[src/mmu_pkg.sv]
// -------------------------------------------------
// mmu package
// Sv32 widths, PTE field positions, privilege levels,
// exception causes and page table walker states
// -------------------------------------------------
package mmu_pkg;

    // address and page geometry
    localparam int unsigned VLEN          = 32;
    localparam int unsigned PLEN          = 34;
    localparam int unsigned PPN_W         = 22;
    localparam int unsigned VPN_W         = 10;
    localparam int unsigned PAGE_OFFSET_W = 12;
    localparam int unsigned ASID_W        = 9;
    localparam int unsigned PTE_W         = 32;

    // PTE flag bit positions
    localparam int unsigned PTE_V_BIT   = 0;
    localparam int unsigned PTE_R_BIT   = 1;
    localparam int unsigned PTE_W_BIT   = 2;
    localparam int unsigned PTE_X_BIT   = 3;
    localparam int unsigned PTE_U_BIT   = 4;
    localparam int unsigned PTE_G_BIT   = 5;
    localparam int unsigned PTE_A_BIT   = 6;
    localparam int unsigned PTE_D_BIT   = 7;
    // ppn occupies pte[31:10], ppn0 is its low VPN_W bits
    localparam int unsigned PTE_PPN_LSB = 10;

    typedef enum logic [1:0] {
        PRIV_U = 2'd0,
        PRIV_S = 2'd1,
        PRIV_M = 2'd3
    } priv_lvl_e;

    // only the page fault causes are produced here
    typedef enum logic [4:0] {
        EXC_NONE              = 5'd0,
        EXC_INSTR_PAGE_FAULT  = 5'd12,
        EXC_LOAD_PAGE_FAULT   = 5'd13,
        EXC_STORE_PAGE_FAULT  = 5'd15
    } exc_cause_e;

    // walker states, level 1 is the root table
    typedef enum logic [2:0] {
        IDLE,
        LVL1_REQ,
        LVL1_WAIT,
        LVL0_REQ,
        LVL0_WAIT
    } ptw_state_e;

endpackage
[src/mmu_top.sv]
// -------------------------------------------------
// Sv32 MMU top level
// ITLB, DTLB, shared walker, fetch and lsu paths
// -------------------------------------------------
module mmu_top #(
    parameter int unsigned ITLB_ENTRIES = 4,
    parameter int unsigned DTLB_ENTRIES = 4,
    parameter int unsigned ASID_W       = mmu_pkg::ASID_W
) (
    input  logic                        clk_i,
    input  logic                        rst_ni,
    input  logic                        enable_translation_i,
    input  logic                        en_ld_st_translation_i,
    input  mmu_pkg::priv_lvl_e          priv_lvl_i,
    input  mmu_pkg::priv_lvl_e          ld_st_priv_lvl_i,
    input  logic                        sum_i,
    input  logic [mmu_pkg::PPN_W-1:0]   satp_ppn_i,
    input  logic [ASID_W-1:0]           asid_i,
    input  logic                        flush_tlb_i,
    // fetch
    input  logic                        fetch_req_i,
    input  logic [mmu_pkg::VLEN-1:0]    fetch_vaddr_i,
    output logic                        fetch_valid_o,
    output logic [mmu_pkg::PLEN-1:0]    fetch_paddr_o,
    output mmu_pkg::exc_cause_e         fetch_ex_cause_o,
    output logic [mmu_pkg::VLEN-1:0]    fetch_ex_tval_o,
    // load/store
    input  logic                        lsu_req_i,
    input  logic [mmu_pkg::VLEN-1:0]    lsu_vaddr_i,
    input  logic                        lsu_is_store_i,
    output logic                        lsu_valid_o,
    output logic [mmu_pkg::PLEN-1:0]    lsu_paddr_o,
    output mmu_pkg::exc_cause_e         lsu_ex_cause_o,
    output logic [mmu_pkg::VLEN-1:0]    lsu_ex_tval_o,
    // page table memory
    output logic                        mem_req_o,
    output logic [mmu_pkg::PLEN-1:0]    mem_addr_o,
    input  logic                        mem_rvalid_i,
    input  logic [mmu_pkg::PTE_W-1:0]   mem_rdata_i
);
    import mmu_pkg::*;

    logic                      itlb_hit, itlb_mega, dtlb_hit, dtlb_mega;
    logic [PTE_W-1:0]          itlb_pte, dtlb_pte, update_pte;
    logic                      itlb_update, dtlb_update, update_mega;
    logic [VLEN-PAGE_OFFSET_W-1:0] update_vpn;
    logic [ASID_W-1:0]         update_asid;
    logic                      ptw_active, walking_instr, ptw_fault;
    logic [VLEN-1:0]           fault_vaddr;

    mmu_tlb #(.ENTRIES(ITLB_ENTRIES), .ASID_W(ASID_W)) i_itlb (
        .clk_i, .rst_ni, .flush_i(flush_tlb_i),
        .update_i(itlb_update), .update_vpn_i(update_vpn), .update_asid_i(update_asid),
        .update_pte_i(update_pte), .update_mega_i(update_mega),
        .lu_access_i(fetch_req_i), .lu_vaddr_i(fetch_vaddr_i), .lu_asid_i(asid_i),
        .lu_hit_o(itlb_hit), .lu_pte_o(itlb_pte), .lu_mega_o(itlb_mega)
    );

    mmu_tlb #(.ENTRIES(DTLB_ENTRIES), .ASID_W(ASID_W)) i_dtlb (
        .clk_i, .rst_ni, .flush_i(flush_tlb_i),
        .update_i(dtlb_update), .update_vpn_i(update_vpn), .update_asid_i(update_asid),
        .update_pte_i(update_pte), .update_mega_i(update_mega),
        .lu_access_i(lsu_req_i), .lu_vaddr_i(lsu_vaddr_i), .lu_asid_i(asid_i),
        .lu_hit_o(dtlb_hit), .lu_pte_o(dtlb_pte), .lu_mega_o(dtlb_mega)
    );

    mmu_ptw #(.ASID_W(ASID_W)) i_ptw (
        .clk_i, .rst_ni, .enable_translation_i, .en_ld_st_translation_i,
        .satp_ppn_i, .asid_i,
        .itlb_access_i(fetch_req_i), .itlb_hit_i(itlb_hit), .itlb_vaddr_i(fetch_vaddr_i),
        .dtlb_access_i(lsu_req_i), .dtlb_hit_i(dtlb_hit), .dtlb_vaddr_i(lsu_vaddr_i),
        .mem_req_o, .mem_addr_o, .mem_rvalid_i, .mem_rdata_i,
        .itlb_update_o(itlb_update), .dtlb_update_o(dtlb_update),
        .update_vpn_o(update_vpn), .update_asid_o(update_asid),
        .update_pte_o(update_pte), .update_mega_o(update_mega),
        .ptw_active_o(ptw_active), .walking_instr_o(walking_instr),
        .ptw_fault_o(ptw_fault), .fault_vaddr_o(fault_vaddr)
    );

    mmu_fetch_xlate i_fetch (
        .enable_translation_i, .priv_lvl_i, .fetch_req_i, .fetch_vaddr_i,
        .itlb_hit_i(itlb_hit), .itlb_pte_i(itlb_pte), .itlb_mega_i(itlb_mega),
        .ptw_active_i(ptw_active), .walking_instr_i(walking_instr),
        .ptw_fault_i(ptw_fault), .fault_vaddr_i(fault_vaddr),
        .fetch_valid_o, .fetch_paddr_o, .fetch_ex_cause_o, .fetch_ex_tval_o
    );

    mmu_lsu_xlate i_lsu (
        .clk_i, .rst_ni, .en_ld_st_translation_i, .ld_st_priv_lvl_i, .sum_i,
        .lsu_req_i, .lsu_vaddr_i, .lsu_is_store_i,
        .dtlb_hit_i(dtlb_hit), .dtlb_pte_i(dtlb_pte), .dtlb_mega_i(dtlb_mega),
        .ptw_active_i(ptw_active), .walking_instr_i(walking_instr),
        .ptw_fault_i(ptw_fault), .fault_vaddr_i(fault_vaddr),
        .lsu_valid_o, .lsu_paddr_o, .lsu_ex_cause_o, .lsu_ex_tval_o
    );

endmodule

[src/mmu_lsu_xlate.sv]
// -------------------------------------------------
// load/store translation
// DTLB result registered, checked one cycle later
// -------------------------------------------------
module mmu_lsu_xlate (
    input  logic                        clk_i,
    input  logic                        rst_ni,
    input  logic                        en_ld_st_translation_i,
    input  mmu_pkg::priv_lvl_e          ld_st_priv_lvl_i,
    input  logic                        sum_i,
    input  logic                        lsu_req_i,
    input  logic [mmu_pkg::VLEN-1:0]    lsu_vaddr_i,
    input  logic                        lsu_is_store_i,
    input  logic                        dtlb_hit_i,
    input  logic [mmu_pkg::PTE_W-1:0]   dtlb_pte_i,
    input  logic                        dtlb_mega_i,
    input  logic                        ptw_active_i,
    input  logic                        walking_instr_i,
    input  logic                        ptw_fault_i,
    input  logic [mmu_pkg::VLEN-1:0]    fault_vaddr_i,
    output logic                        lsu_valid_o,
    output logic [mmu_pkg::PLEN-1:0]    lsu_paddr_o,
    output mmu_pkg::exc_cause_e         lsu_ex_cause_o,
    output logic [mmu_pkg::VLEN-1:0]    lsu_ex_tval_o
);
    import mmu_pkg::*;

    logic             lsu_req_q, dtlb_hit_q, is_store_q, mega_q;
    logic [VLEN-1:0]  vaddr_q;
    logic [PTE_W-1:0] pte_q;
    logic             priv_err, perm_err;
    exc_cause_e       fault_cause;

    // S mode reaches user pages only with SUM
    assign priv_err = ((ld_st_priv_lvl_i == PRIV_S) && !sum_i && pte_q[PTE_U_BIT])
                   || ((ld_st_priv_lvl_i == PRIV_U) && !pte_q[PTE_U_BIT]);
    // a store also needs the dirty bit already set
    assign perm_err = is_store_q ? (!pte_q[PTE_W_BIT] || !pte_q[PTE_D_BIT])
                                 : !pte_q[PTE_R_BIT];
    assign fault_cause = is_store_q ? EXC_STORE_PAGE_FAULT : EXC_LOAD_PAGE_FAULT;

    always_comb begin
        lsu_valid_o    = lsu_req_q;
        lsu_paddr_o    = {{(PLEN - VLEN){1'b0}}, vaddr_q};
        lsu_ex_cause_o = EXC_NONE;
        lsu_ex_tval_o  = '0;
        if (en_ld_st_translation_i) begin
            lsu_valid_o = 1'b0;
            lsu_paddr_o = {pte_q[PTE_PPN_LSB +: PPN_W], vaddr_q[PAGE_OFFSET_W-1:0]};
            if (mega_q) begin
                lsu_paddr_o[PAGE_OFFSET_W +: VPN_W] = vaddr_q[PAGE_OFFSET_W +: VPN_W];
            end
            if (lsu_req_q && dtlb_hit_q) begin
                lsu_valid_o = 1'b1;
                if (perm_err || priv_err) begin
                    lsu_ex_cause_o = fault_cause;
                    lsu_ex_tval_o  = vaddr_q;
                end
            end else if (lsu_req_q && ptw_active_i && !walking_instr_i && ptw_fault_i) begin
                // data walk failed
                lsu_valid_o    = 1'b1;
                lsu_ex_cause_o = fault_cause;
                lsu_ex_tval_o  = fault_vaddr_i;
            end
        end
    end

    // request stage
    always_ff @(posedge clk_i or negedge rst_ni) begin
        if (!rst_ni) begin
            lsu_req_q  <= 1'b0;
            dtlb_hit_q <= 1'b0;
        end else begin
            lsu_req_q  <= lsu_req_i;
            dtlb_hit_q <= dtlb_hit_i;
        end
    end

    always_ff @(posedge clk_i) begin
        vaddr_q    <= lsu_vaddr_i;
        is_store_q <= lsu_is_store_i;
        pte_q      <= dtlb_pte_i;
        mega_q     <= dtlb_mega_i;
    end

endmodule

[src/mmu_fetch_xlate.sv]
// -------------------------------------------------
// fetch translation
// combinational ITLB result, X and U checks
// -------------------------------------------------
module mmu_fetch_xlate (
    input  logic                        enable_translation_i,
    input  mmu_pkg::priv_lvl_e          priv_lvl_i,
    input  logic                        fetch_req_i,
    input  logic [mmu_pkg::VLEN-1:0]    fetch_vaddr_i,
    input  logic                        itlb_hit_i,
    input  logic [mmu_pkg::PTE_W-1:0]   itlb_pte_i,
    input  logic                        itlb_mega_i,
    input  logic                        ptw_active_i,
    input  logic                        walking_instr_i,
    input  logic                        ptw_fault_i,
    input  logic [mmu_pkg::VLEN-1:0]    fault_vaddr_i,
    output logic                        fetch_valid_o,
    output logic [mmu_pkg::PLEN-1:0]    fetch_paddr_o,
    output mmu_pkg::exc_cause_e         fetch_ex_cause_o,
    output logic [mmu_pkg::VLEN-1:0]    fetch_ex_tval_o
);
    import mmu_pkg::*;

    logic priv_err;

    // U mode needs a user page, S mode must not execute one
    assign priv_err = ((priv_lvl_i == PRIV_U) && !itlb_pte_i[PTE_U_BIT])
                   || ((priv_lvl_i == PRIV_S) && itlb_pte_i[PTE_U_BIT]);

    always_comb begin
        // bare mode passes the address through
        fetch_valid_o    = fetch_req_i;
        fetch_paddr_o    = {{(PLEN - VLEN){1'b0}}, fetch_vaddr_i};
        fetch_ex_cause_o = EXC_NONE;
        fetch_ex_tval_o  = '0;
        if (enable_translation_i) begin
            fetch_valid_o = 1'b0;
            fetch_paddr_o = {itlb_pte_i[PTE_PPN_LSB +: PPN_W], fetch_vaddr_i[PAGE_OFFSET_W-1:0]};
            // megapage keeps vpn0 from the vaddr
            if (itlb_mega_i) begin
                fetch_paddr_o[PAGE_OFFSET_W +: VPN_W] = fetch_vaddr_i[PAGE_OFFSET_W +: VPN_W];
            end
            if (itlb_hit_i) begin
                fetch_valid_o = fetch_req_i;
                if (!itlb_pte_i[PTE_X_BIT] || priv_err) begin
                    fetch_ex_cause_o = EXC_INSTR_PAGE_FAULT;
                    fetch_ex_tval_o  = fetch_vaddr_i;
                end
            end else if (ptw_active_i && walking_instr_i && ptw_fault_i) begin
                // walk for this fetch failed, complete it with a fault
                fetch_valid_o    = fetch_req_i;
                fetch_ex_cause_o = EXC_INSTR_PAGE_FAULT;
                fetch_ex_tval_o  = fault_vaddr_i;
            end
        end
    end

endmodule

[src/mmu_ptw.sv]
// -------------------------------------------------
// Sv32 page table walker
// two level walk from satp, one read in flight,
// refills the ITLB or DTLB that missed
// -------------------------------------------------
module mmu_ptw #(
    parameter int unsigned ASID_W = mmu_pkg::ASID_W
) (
    input  logic                                           clk_i,
    input  logic                                           rst_ni,
    input  logic                                           enable_translation_i,
    input  logic                                           en_ld_st_translation_i,
    input  logic [mmu_pkg::PPN_W-1:0]                      satp_ppn_i,
    input  logic [ASID_W-1:0]                              asid_i,
    input  logic                                           itlb_access_i,
    input  logic                                           itlb_hit_i,
    input  logic [mmu_pkg::VLEN-1:0]                       itlb_vaddr_i,
    input  logic                                           dtlb_access_i,
    input  logic                                           dtlb_hit_i,
    input  logic [mmu_pkg::VLEN-1:0]                       dtlb_vaddr_i,
    output logic                                           mem_req_o,
    output logic [mmu_pkg::PLEN-1:0]                       mem_addr_o,
    input  logic                                           mem_rvalid_i,
    input  logic [mmu_pkg::PTE_W-1:0]                      mem_rdata_i,
    output logic                                           itlb_update_o,
    output logic                                           dtlb_update_o,
    output logic [mmu_pkg::VLEN-mmu_pkg::PAGE_OFFSET_W-1:0] update_vpn_o,
    output logic [ASID_W-1:0]                              update_asid_o,
    output logic [mmu_pkg::PTE_W-1:0]                      update_pte_o,
    output logic                                           update_mega_o,
    output logic                                           ptw_active_o,
    output logic                                           walking_instr_o,
    output logic                                           ptw_fault_o,
    output logic [mmu_pkg::VLEN-1:0]                       fault_vaddr_o
);
    import mmu_pkg::*;

    ptw_state_e       state_q, state_d;
    logic             instr_q;
    logic [VLEN-1:0]  vaddr_q;
    // ppn of the level 0 table
    logic [PPN_W-1:0] ppn_q;
    logic             start_instr, start_data;
    logic             is_lvl1, pte_leaf, pte_fault, leaf_valid;

    // miss requests, fetch side has priority
    assign start_instr = enable_translation_i && itlb_access_i && !itlb_hit_i;
    assign start_data  = en_ld_st_translation_i && dtlb_access_i && !dtlb_hit_i;

    // ---------------------------------------------
    // PTE decode
    // ---------------------------------------------
    assign is_lvl1  = (state_q == LVL1_WAIT);
    assign pte_leaf = mem_rdata_i[PTE_R_BIT] || mem_rdata_i[PTE_X_BIT];
    always_comb begin
        pte_fault = !mem_rdata_i[PTE_V_BIT]
            || (mem_rdata_i[PTE_W_BIT] && !mem_rdata_i[PTE_R_BIT])
            || (pte_leaf && !mem_rdata_i[PTE_A_BIT])
            // superpage must be aligned to 4 MiB
            || (is_lvl1 && pte_leaf && (|mem_rdata_i[PTE_PPN_LSB +: VPN_W]))
            // no third level in Sv32
            || (!is_lvl1 && !pte_leaf);
    end

    // ---------------------------------------------
    // walk FSM
    // ---------------------------------------------
    always_comb begin
        state_d     = state_q;
        mem_req_o   = 1'b0;
        mem_addr_o  = {satp_ppn_i, vaddr_q[VLEN-1 -: VPN_W], 2'b00};
        ptw_fault_o = 1'b0;
        leaf_valid  = 1'b0;
        unique case (state_q)
            IDLE: begin
                if (start_instr || start_data) begin
                    state_d = LVL1_REQ;
                end
            end
            LVL1_REQ: begin
                mem_req_o = 1'b1;
                state_d   = LVL1_WAIT;
            end
            LVL0_REQ: begin
                mem_req_o  = 1'b1;
                mem_addr_o = {ppn_q, vaddr_q[PAGE_OFFSET_W +: VPN_W], 2'b00};
                state_d    = LVL0_WAIT;
            end
            LVL1_WAIT, LVL0_WAIT: begin
                if (mem_rvalid_i) begin
                    if (pte_fault) begin
                        ptw_fault_o = 1'b1;
                        state_d     = IDLE;
                    end else if (pte_leaf) begin
                        leaf_valid = 1'b1;
                        state_d    = IDLE;
                    end else begin
                        // pointer to the next level
                        state_d = LVL0_REQ;
                    end
                end
            end
            default: state_d = IDLE;
        endcase
    end

    always_ff @(posedge clk_i or negedge rst_ni) begin
        if (!rst_ni) begin
            state_q <= IDLE;
            instr_q <= 1'b0;
        end else begin
            state_q <= state_d;
            if (state_q == IDLE && (start_instr || start_data)) begin
                instr_q <= start_instr;
            end
        end
    end

    always_ff @(posedge clk_i) begin
        if (state_q == IDLE) begin
            vaddr_q <= start_instr ? itlb_vaddr_i : dtlb_vaddr_i;
        end
        if (is_lvl1 && mem_rvalid_i) begin
            ppn_q <= mem_rdata_i[PTE_PPN_LSB +: PPN_W];
        end
    end

    // refill and status
    assign itlb_update_o   = leaf_valid && instr_q;
    assign dtlb_update_o   = leaf_valid && !instr_q;
    assign update_vpn_o    = vaddr_q[VLEN-1:PAGE_OFFSET_W];
    assign update_asid_o   = asid_i;
    assign update_pte_o    = mem_rdata_i;
    assign update_mega_o   = is_lvl1;
    assign ptw_active_o    = (state_q != IDLE);
    assign walking_instr_o = instr_q;
    assign fault_vaddr_o   = vaddr_q;

endmodule

[src/mmu_tlb.sv]
// -------------------------------------------------
// fully associative Sv32 TLB
// same cycle lookup, round-robin refill, full flush
// -------------------------------------------------
module mmu_tlb #(
    parameter int unsigned ENTRIES = 4,
    parameter int unsigned ASID_W  = mmu_pkg::ASID_W
) (
    input  logic                                           clk_i,
    input  logic                                           rst_ni,
    input  logic                                           flush_i,
    input  logic                                           update_i,
    input  logic [mmu_pkg::VLEN-mmu_pkg::PAGE_OFFSET_W-1:0] update_vpn_i,
    input  logic [ASID_W-1:0]                              update_asid_i,
    input  logic [mmu_pkg::PTE_W-1:0]                      update_pte_i,
    input  logic                                           update_mega_i,
    input  logic                                           lu_access_i,
    input  logic [mmu_pkg::VLEN-1:0]                       lu_vaddr_i,
    input  logic [ASID_W-1:0]                              lu_asid_i,
    output logic                                           lu_hit_o,
    output logic [mmu_pkg::PTE_W-1:0]                      lu_pte_o,
    output logic                                           lu_mega_o
);
    import mmu_pkg::*;

    localparam int unsigned IDX_W = (ENTRIES > 1) ? $clog2(ENTRIES) : 1;

    // per entry tags and payload
    logic [ENTRIES-1:0] valid_q;
    logic [VPN_W-1:0]   vpn1_q [ENTRIES];
    logic [VPN_W-1:0]   vpn0_q [ENTRIES];
    logic [ASID_W-1:0]  asid_q [ENTRIES];
    logic [PTE_W-1:0]   pte_q  [ENTRIES];
    logic [ENTRIES-1:0] mega_q;
    // next slot to refill
    logic [IDX_W-1:0]   rr_ptr_q;
    logic [ENTRIES-1:0] match;

    // ---------------------------------------------
    // lookup
    // ---------------------------------------------
    always_comb begin
        lu_pte_o  = '0;
        lu_mega_o = 1'b0;
        for (int i = 0; i < ENTRIES; i++) begin
            // vpn0 is a don't care for a 4 MiB page, asid for a global one
            match[i] = valid_q[i]
                && (vpn1_q[i] == lu_vaddr_i[VLEN-1 -: VPN_W])
                && (mega_q[i] || (vpn0_q[i] == lu_vaddr_i[PAGE_OFFSET_W +: VPN_W]))
                && (pte_q[i][PTE_G_BIT] || (asid_q[i] == lu_asid_i));
            if (match[i]) begin
                lu_pte_o  = pte_q[i];
                lu_mega_o = mega_q[i];
            end
        end
    end

    assign lu_hit_o = lu_access_i && (|match);

    // ---------------------------------------------
    // refill and flush
    // ---------------------------------------------
    always_ff @(posedge clk_i or negedge rst_ni) begin
        if (!rst_ni) begin
            valid_q  <= '0;
            rr_ptr_q <= '0;
        end else if (flush_i) begin
            // flush drops every entry, asid is not looked at
            valid_q <= '0;
        end else if (update_i) begin
            valid_q[rr_ptr_q] <= 1'b1;
            rr_ptr_q <= (rr_ptr_q == IDX_W'(ENTRIES - 1)) ? '0 : rr_ptr_q + 1'b1;
        end
    end

    always_ff @(posedge clk_i) begin
        if (update_i) begin
            vpn1_q[rr_ptr_q] <= update_vpn_i[VPN_W +: VPN_W];
            vpn0_q[rr_ptr_q] <= update_vpn_i[0 +: VPN_W];
            asid_q[rr_ptr_q] <= update_asid_i;
            pte_q[rr_ptr_q]  <= update_pte_i;
            mega_q[rr_ptr_q] <= update_mega_i;
        end
    end

endmodule

[config.mk]
export PLATFORM = sky130hd
export DESIGN_NAME = mmu_top
export DESIGN_NICKNAME = d
export VERILOG_FILES = /design/src/mmu_pkg.sv /design/src/mmu_top.sv /design/src/mmu_lsu_xlate.sv /design/src/mmu_fetch_xlate.sv /design/src/mmu_ptw.sv /design/src/mmu_tlb.sv
export SDC_FILE = /design/constraint.sdc
export NUM_CORES = 1
export LEC_CHECK = 0
export BUFFER_PORTS_ARGS = -buffer_cell sky130_fd_sc_hd__buf_2
export CAP_MARGIN = 30
export CORE_AREA = 10 10 261 263
export DETAILED_ROUTE_END_ITERATION = 7
export DIE_AREA = 0 0 271 273
export SETUP_SLACK_MARGIN = 0.4
export SYNTH_ARGS = -nofsm -noshare
export SYNTH_HDL_FRONTEND = slang
export SYNTH_SLANG_ARGS = --single-unit
export TNS_END_PERCENT = 30
[constraint.sdc]
create_clock -name clk_i -period 3.9 [get_ports clk_i]
set_clock_uncertainty 0.1 [all_clocks]
set_input_delay 0.585 -clock clk_i [delete_from_list [all_inputs] [get_ports clk_i]]
set_output_delay 0.585 -clock clk_i [all_outputs]
set_load 0.01 [all_outputs]
==> run metrics <==
outcome=finished, violations left; violated checks=negative setup slack; MaxCap Viol Count=0; # rows=a little over 90; die area=0.0740 mm2; Worst Max-Slew Pin Slew=between 0.7 and 0.8 ns; min-delay worst type=primary input to flip-flop; uppermost routed layer=met5; Setup crit start kind=flip-flop; most frequent cells in the layout=edfxtp_1, buf_2, nand2_1, xor2_1, buf_4; grt total ovfl=0; Routed WL=~80 mm; pre-CTS setup slack=-0.612 ns; top-area cell type share of the netlist area=approximately 61%; Synth area leaders=edfxtp_1, dfxtp_1, mux2_2; CTS Buf Count=60; average via count per standard cell=roughly 5.4; fillers=5366; Cell Pwr Density=around 490 mW/mm2; # DRC=0; crit path DAT=3.78 ns; max-slew violations=0; final net count=2350; Synth Register Bits=a little under 600; Final ANT Viol Nets=0; top-level I/O count=320; R2R Setup Slk=roughly 0.82 ns; Async S/R FF share, synth=about 3.1%; Num Clock Sinks=580; P&R area growth vs syn=25.9%; Post-Route Setup TNS=-22.60 ns; pin count of the biggest net entering global routing=54; Static Leakage=11.3 nW; Clk pin slew, worst setup/hold paths=0.06 ns; kind of critical path=flip-flop to primary output; worst skew pair latency=about 0.63 ns; Worst Setup End Kind=primary output; headroom to the max-slew limit=47.2%; Final Worst Setup Slack=-0.570 ns; Reg2Reg Depth=10; Netlist cell types=56; wire per inst=25.2 um; TritonCTS clock tree=built; Die Y=roughly 270 um; post-synthesis sequential area ratio=about two thirds; Initial Util=39.5%; post-detail-place hpwl=53.7 mm; Final min period=approximately 4.5 ns; metal2 WL=between 30 and 40 mm; DRT iter0 DRCs=approximately 1500; hold path depth=1; VDD IR max=about 0.37 mV; width of the chip=271 um; worst-path fanout max=5; initial antenna violation count=6; Core ar.=between 0.06 and 0.07 mm2; via count=16600; total track usage=20.4%; gpl congestion=~0.87; Initial DRT Pass Iterations=5; Post-Syn Area=0.0248 mm2; syn avg cell area=about 14 um2; synth warn=0; M1 WL=approximately 33 mm; CTS H-tree depth=2; layout cells sized above 1=roughly a third; post-synth top area cell=edfxtp_1; first-pass GRT wire length=about 110 mm; RSZ-0062 raised after global routing=true; CTS Buffer Depth=3; Final Setup Violations=56; Post-Synthesis Cells=roughly 1800; main flop type after synthesis=edfxtp_1; vias in the first global route=approximately 17000; Port Buf Inserts=between 300 and 400; Tcrit/Tclk final=115%; Achievable Freq=224 MHz; WP data required=between 3 and 4 ns; Root Buffer=clkbuf_16; Hold Violations, Final=0; routed length on met3=roughly 6.6 mm; EDFF count, synth=~500; most common cell after layout, fill and taps aside=edfxtp_1
==> cells in the mapped netlist, types with 6 or more instances <==
cell type,n
nand3_1,49
o21ai_0,43
o211ai_1,11
xnor2_1,109
nor4_1,38
xor2_1,126
a21o_1,62
a31oi_1,13
buf_4,33
nor2_1,51
buf_6,6
nor3_1,22
and3_1,15
dfrtp_1,18
a21oi_2,29
or3_1,9
inv_1,13
buf_2,16
dfxtp_1,60
nand2_1,188
nand3b_1,27
mux2_2,98
nand4_1,27
clkbuf_1,93
edfxtp_1,502
a22oi_1,10
a21oi_1,77
a41oi_1,11
ha_1,8
==> state kept, by name, indices dropped and copies added, names as in the netlist, 22 cells and up <==
register,flops
i_lsu.vaddr_q,32
i_ptw.fault_vaddr_o,32
i_ptw.ppn_q,22
i_dtlb.asid_q,36
i_dtlb.pte_q,108
i_itlb.vpn1_q,40
i_itlb.vpn0_q,40
i_itlb.pte_q,100
i_itlb.asid_q,36
i_dtlb.vpn0_q,40
i_lsu.pte_q,26
i_dtlb.vpn1_q,40
==> critical path, cell delays in order, from the launching register on <==
cell and delay [ns]:
edfxtp_1 0.38, xor2_1 0.17, nor4_1 0.29, buf_4 0.17, a41oi_4 0.15, or4_1 0.45, or4b_4 0.55, and3_4 0.20
o31ai_4 0.21, buf_6 0.22, clkbuf_16 0.20, a21oi_4 0.04, buf_6 0.12
==> metal layers <==
| metal | global-route usage [%] | vias up |
|---|---|---|
| met3 | 4.11 | 113 |
| met5 | 0 | - |
| met4 | 6.10 | 4 |
| met2 | 33.1 | 736 |
| li1 | - | 7361 |
| met1 | 27.3 | 8378 |
==> timing repair <==
action	CTS	global route
endpoints found under the hold margin	32	0
gates cloned	3	2
pin swaps	30	18
setup endpoints to repair	93	93
setup buffers	9	0
hold buffers	15	0
resized for setup	137	37
==> stage by stage <==
step           instances  util (%)  hold WS, ns  total power, W  cell area (um2)
6_report            3100      49.8       0.0976          0.0152            31200
5_1_grt             3098      49.8       0.0771          0.0158            31200
4_1_cts             3096      49.4       0.0550          0.0153            31000
3_5_place_dp        2956      45.0        0.331         0.00954            28200
3_3_place_gp        2956      45.0        0.325         0.00949            28200
2_1_floorplan       1813         -        0.189         0.00846            25000
==> path summary, 6_finish.rpt <==
kind,to,from
min reg2reg,i_lsu.pte_q[26]$_DFF_P_,i_dtlb.pte_q[3][26]$_DFFE_PP_
max in group asynchronous,i_ptw.state_q[2]$_DFFE_PN0P_,rst_ni
min in group asynchronous,i_dtlb.valid_q[2]$_DFFE_PN0P_,rst_ni
min,i_dtlb.pte_q[3][7]$_DFFE_PP_,mem_rdata_i[7]
max reg2reg,i_ptw.fault_vaddr_o[24]$_DFFE_PP_,i_itlb.vpn0_q[1][8]$_DFFE_PP_
max,fetch_ex_tval_o[15],i_itlb.vpn0_q[0][0]$_DFFE_PP_
==> cell type report <==
class | instances | area (um2) | share of cell area [%]
clock buffer | 80 | 1670 | 5.34
tap | 846 | 1060 | 3.39
inverter | 13 | 57.6 | 0.184
clock inverter | 33 | 277 | 0.885
timing repair buffer | 478 | 3510 | 11.2
multi-input combinational | 1068 | 7930 | 25.4
sequential | 580 | 16700 | 53.5
antenna | 2 | 5.00 | 0.0160
==> kinds of logic after synthesis <==
| family | count (synthesis) | share of synthesized area (%) |
|---|---|---|
| XOR/XNOR | 235 | 8.30 |
| flip-flops | 580 | 67.4 |
| adder cells (fa/ha/maj) | 8 | 0.404 |
| AND/OR/NAND/NOR | 447 | 8.79 |
| other | 1 | 0.0151 |
| multiplexers | 99 | 4.49 |
| buffers and inverters | 165 | 3.26 |
| AO/OA/AOI/OAI | 273 | 7.32 |
==> power breakdown <==
group          leakage [nW]  switching, W  internal, W
logic                  5.11       0.00111     0.000652
clock network         0.965       0.00241      0.00326
registers              5.28      0.000532      0.00728
total                  11.3       0.00405       0.0112
Note: power is estimated with default switching activity, not from simulation.
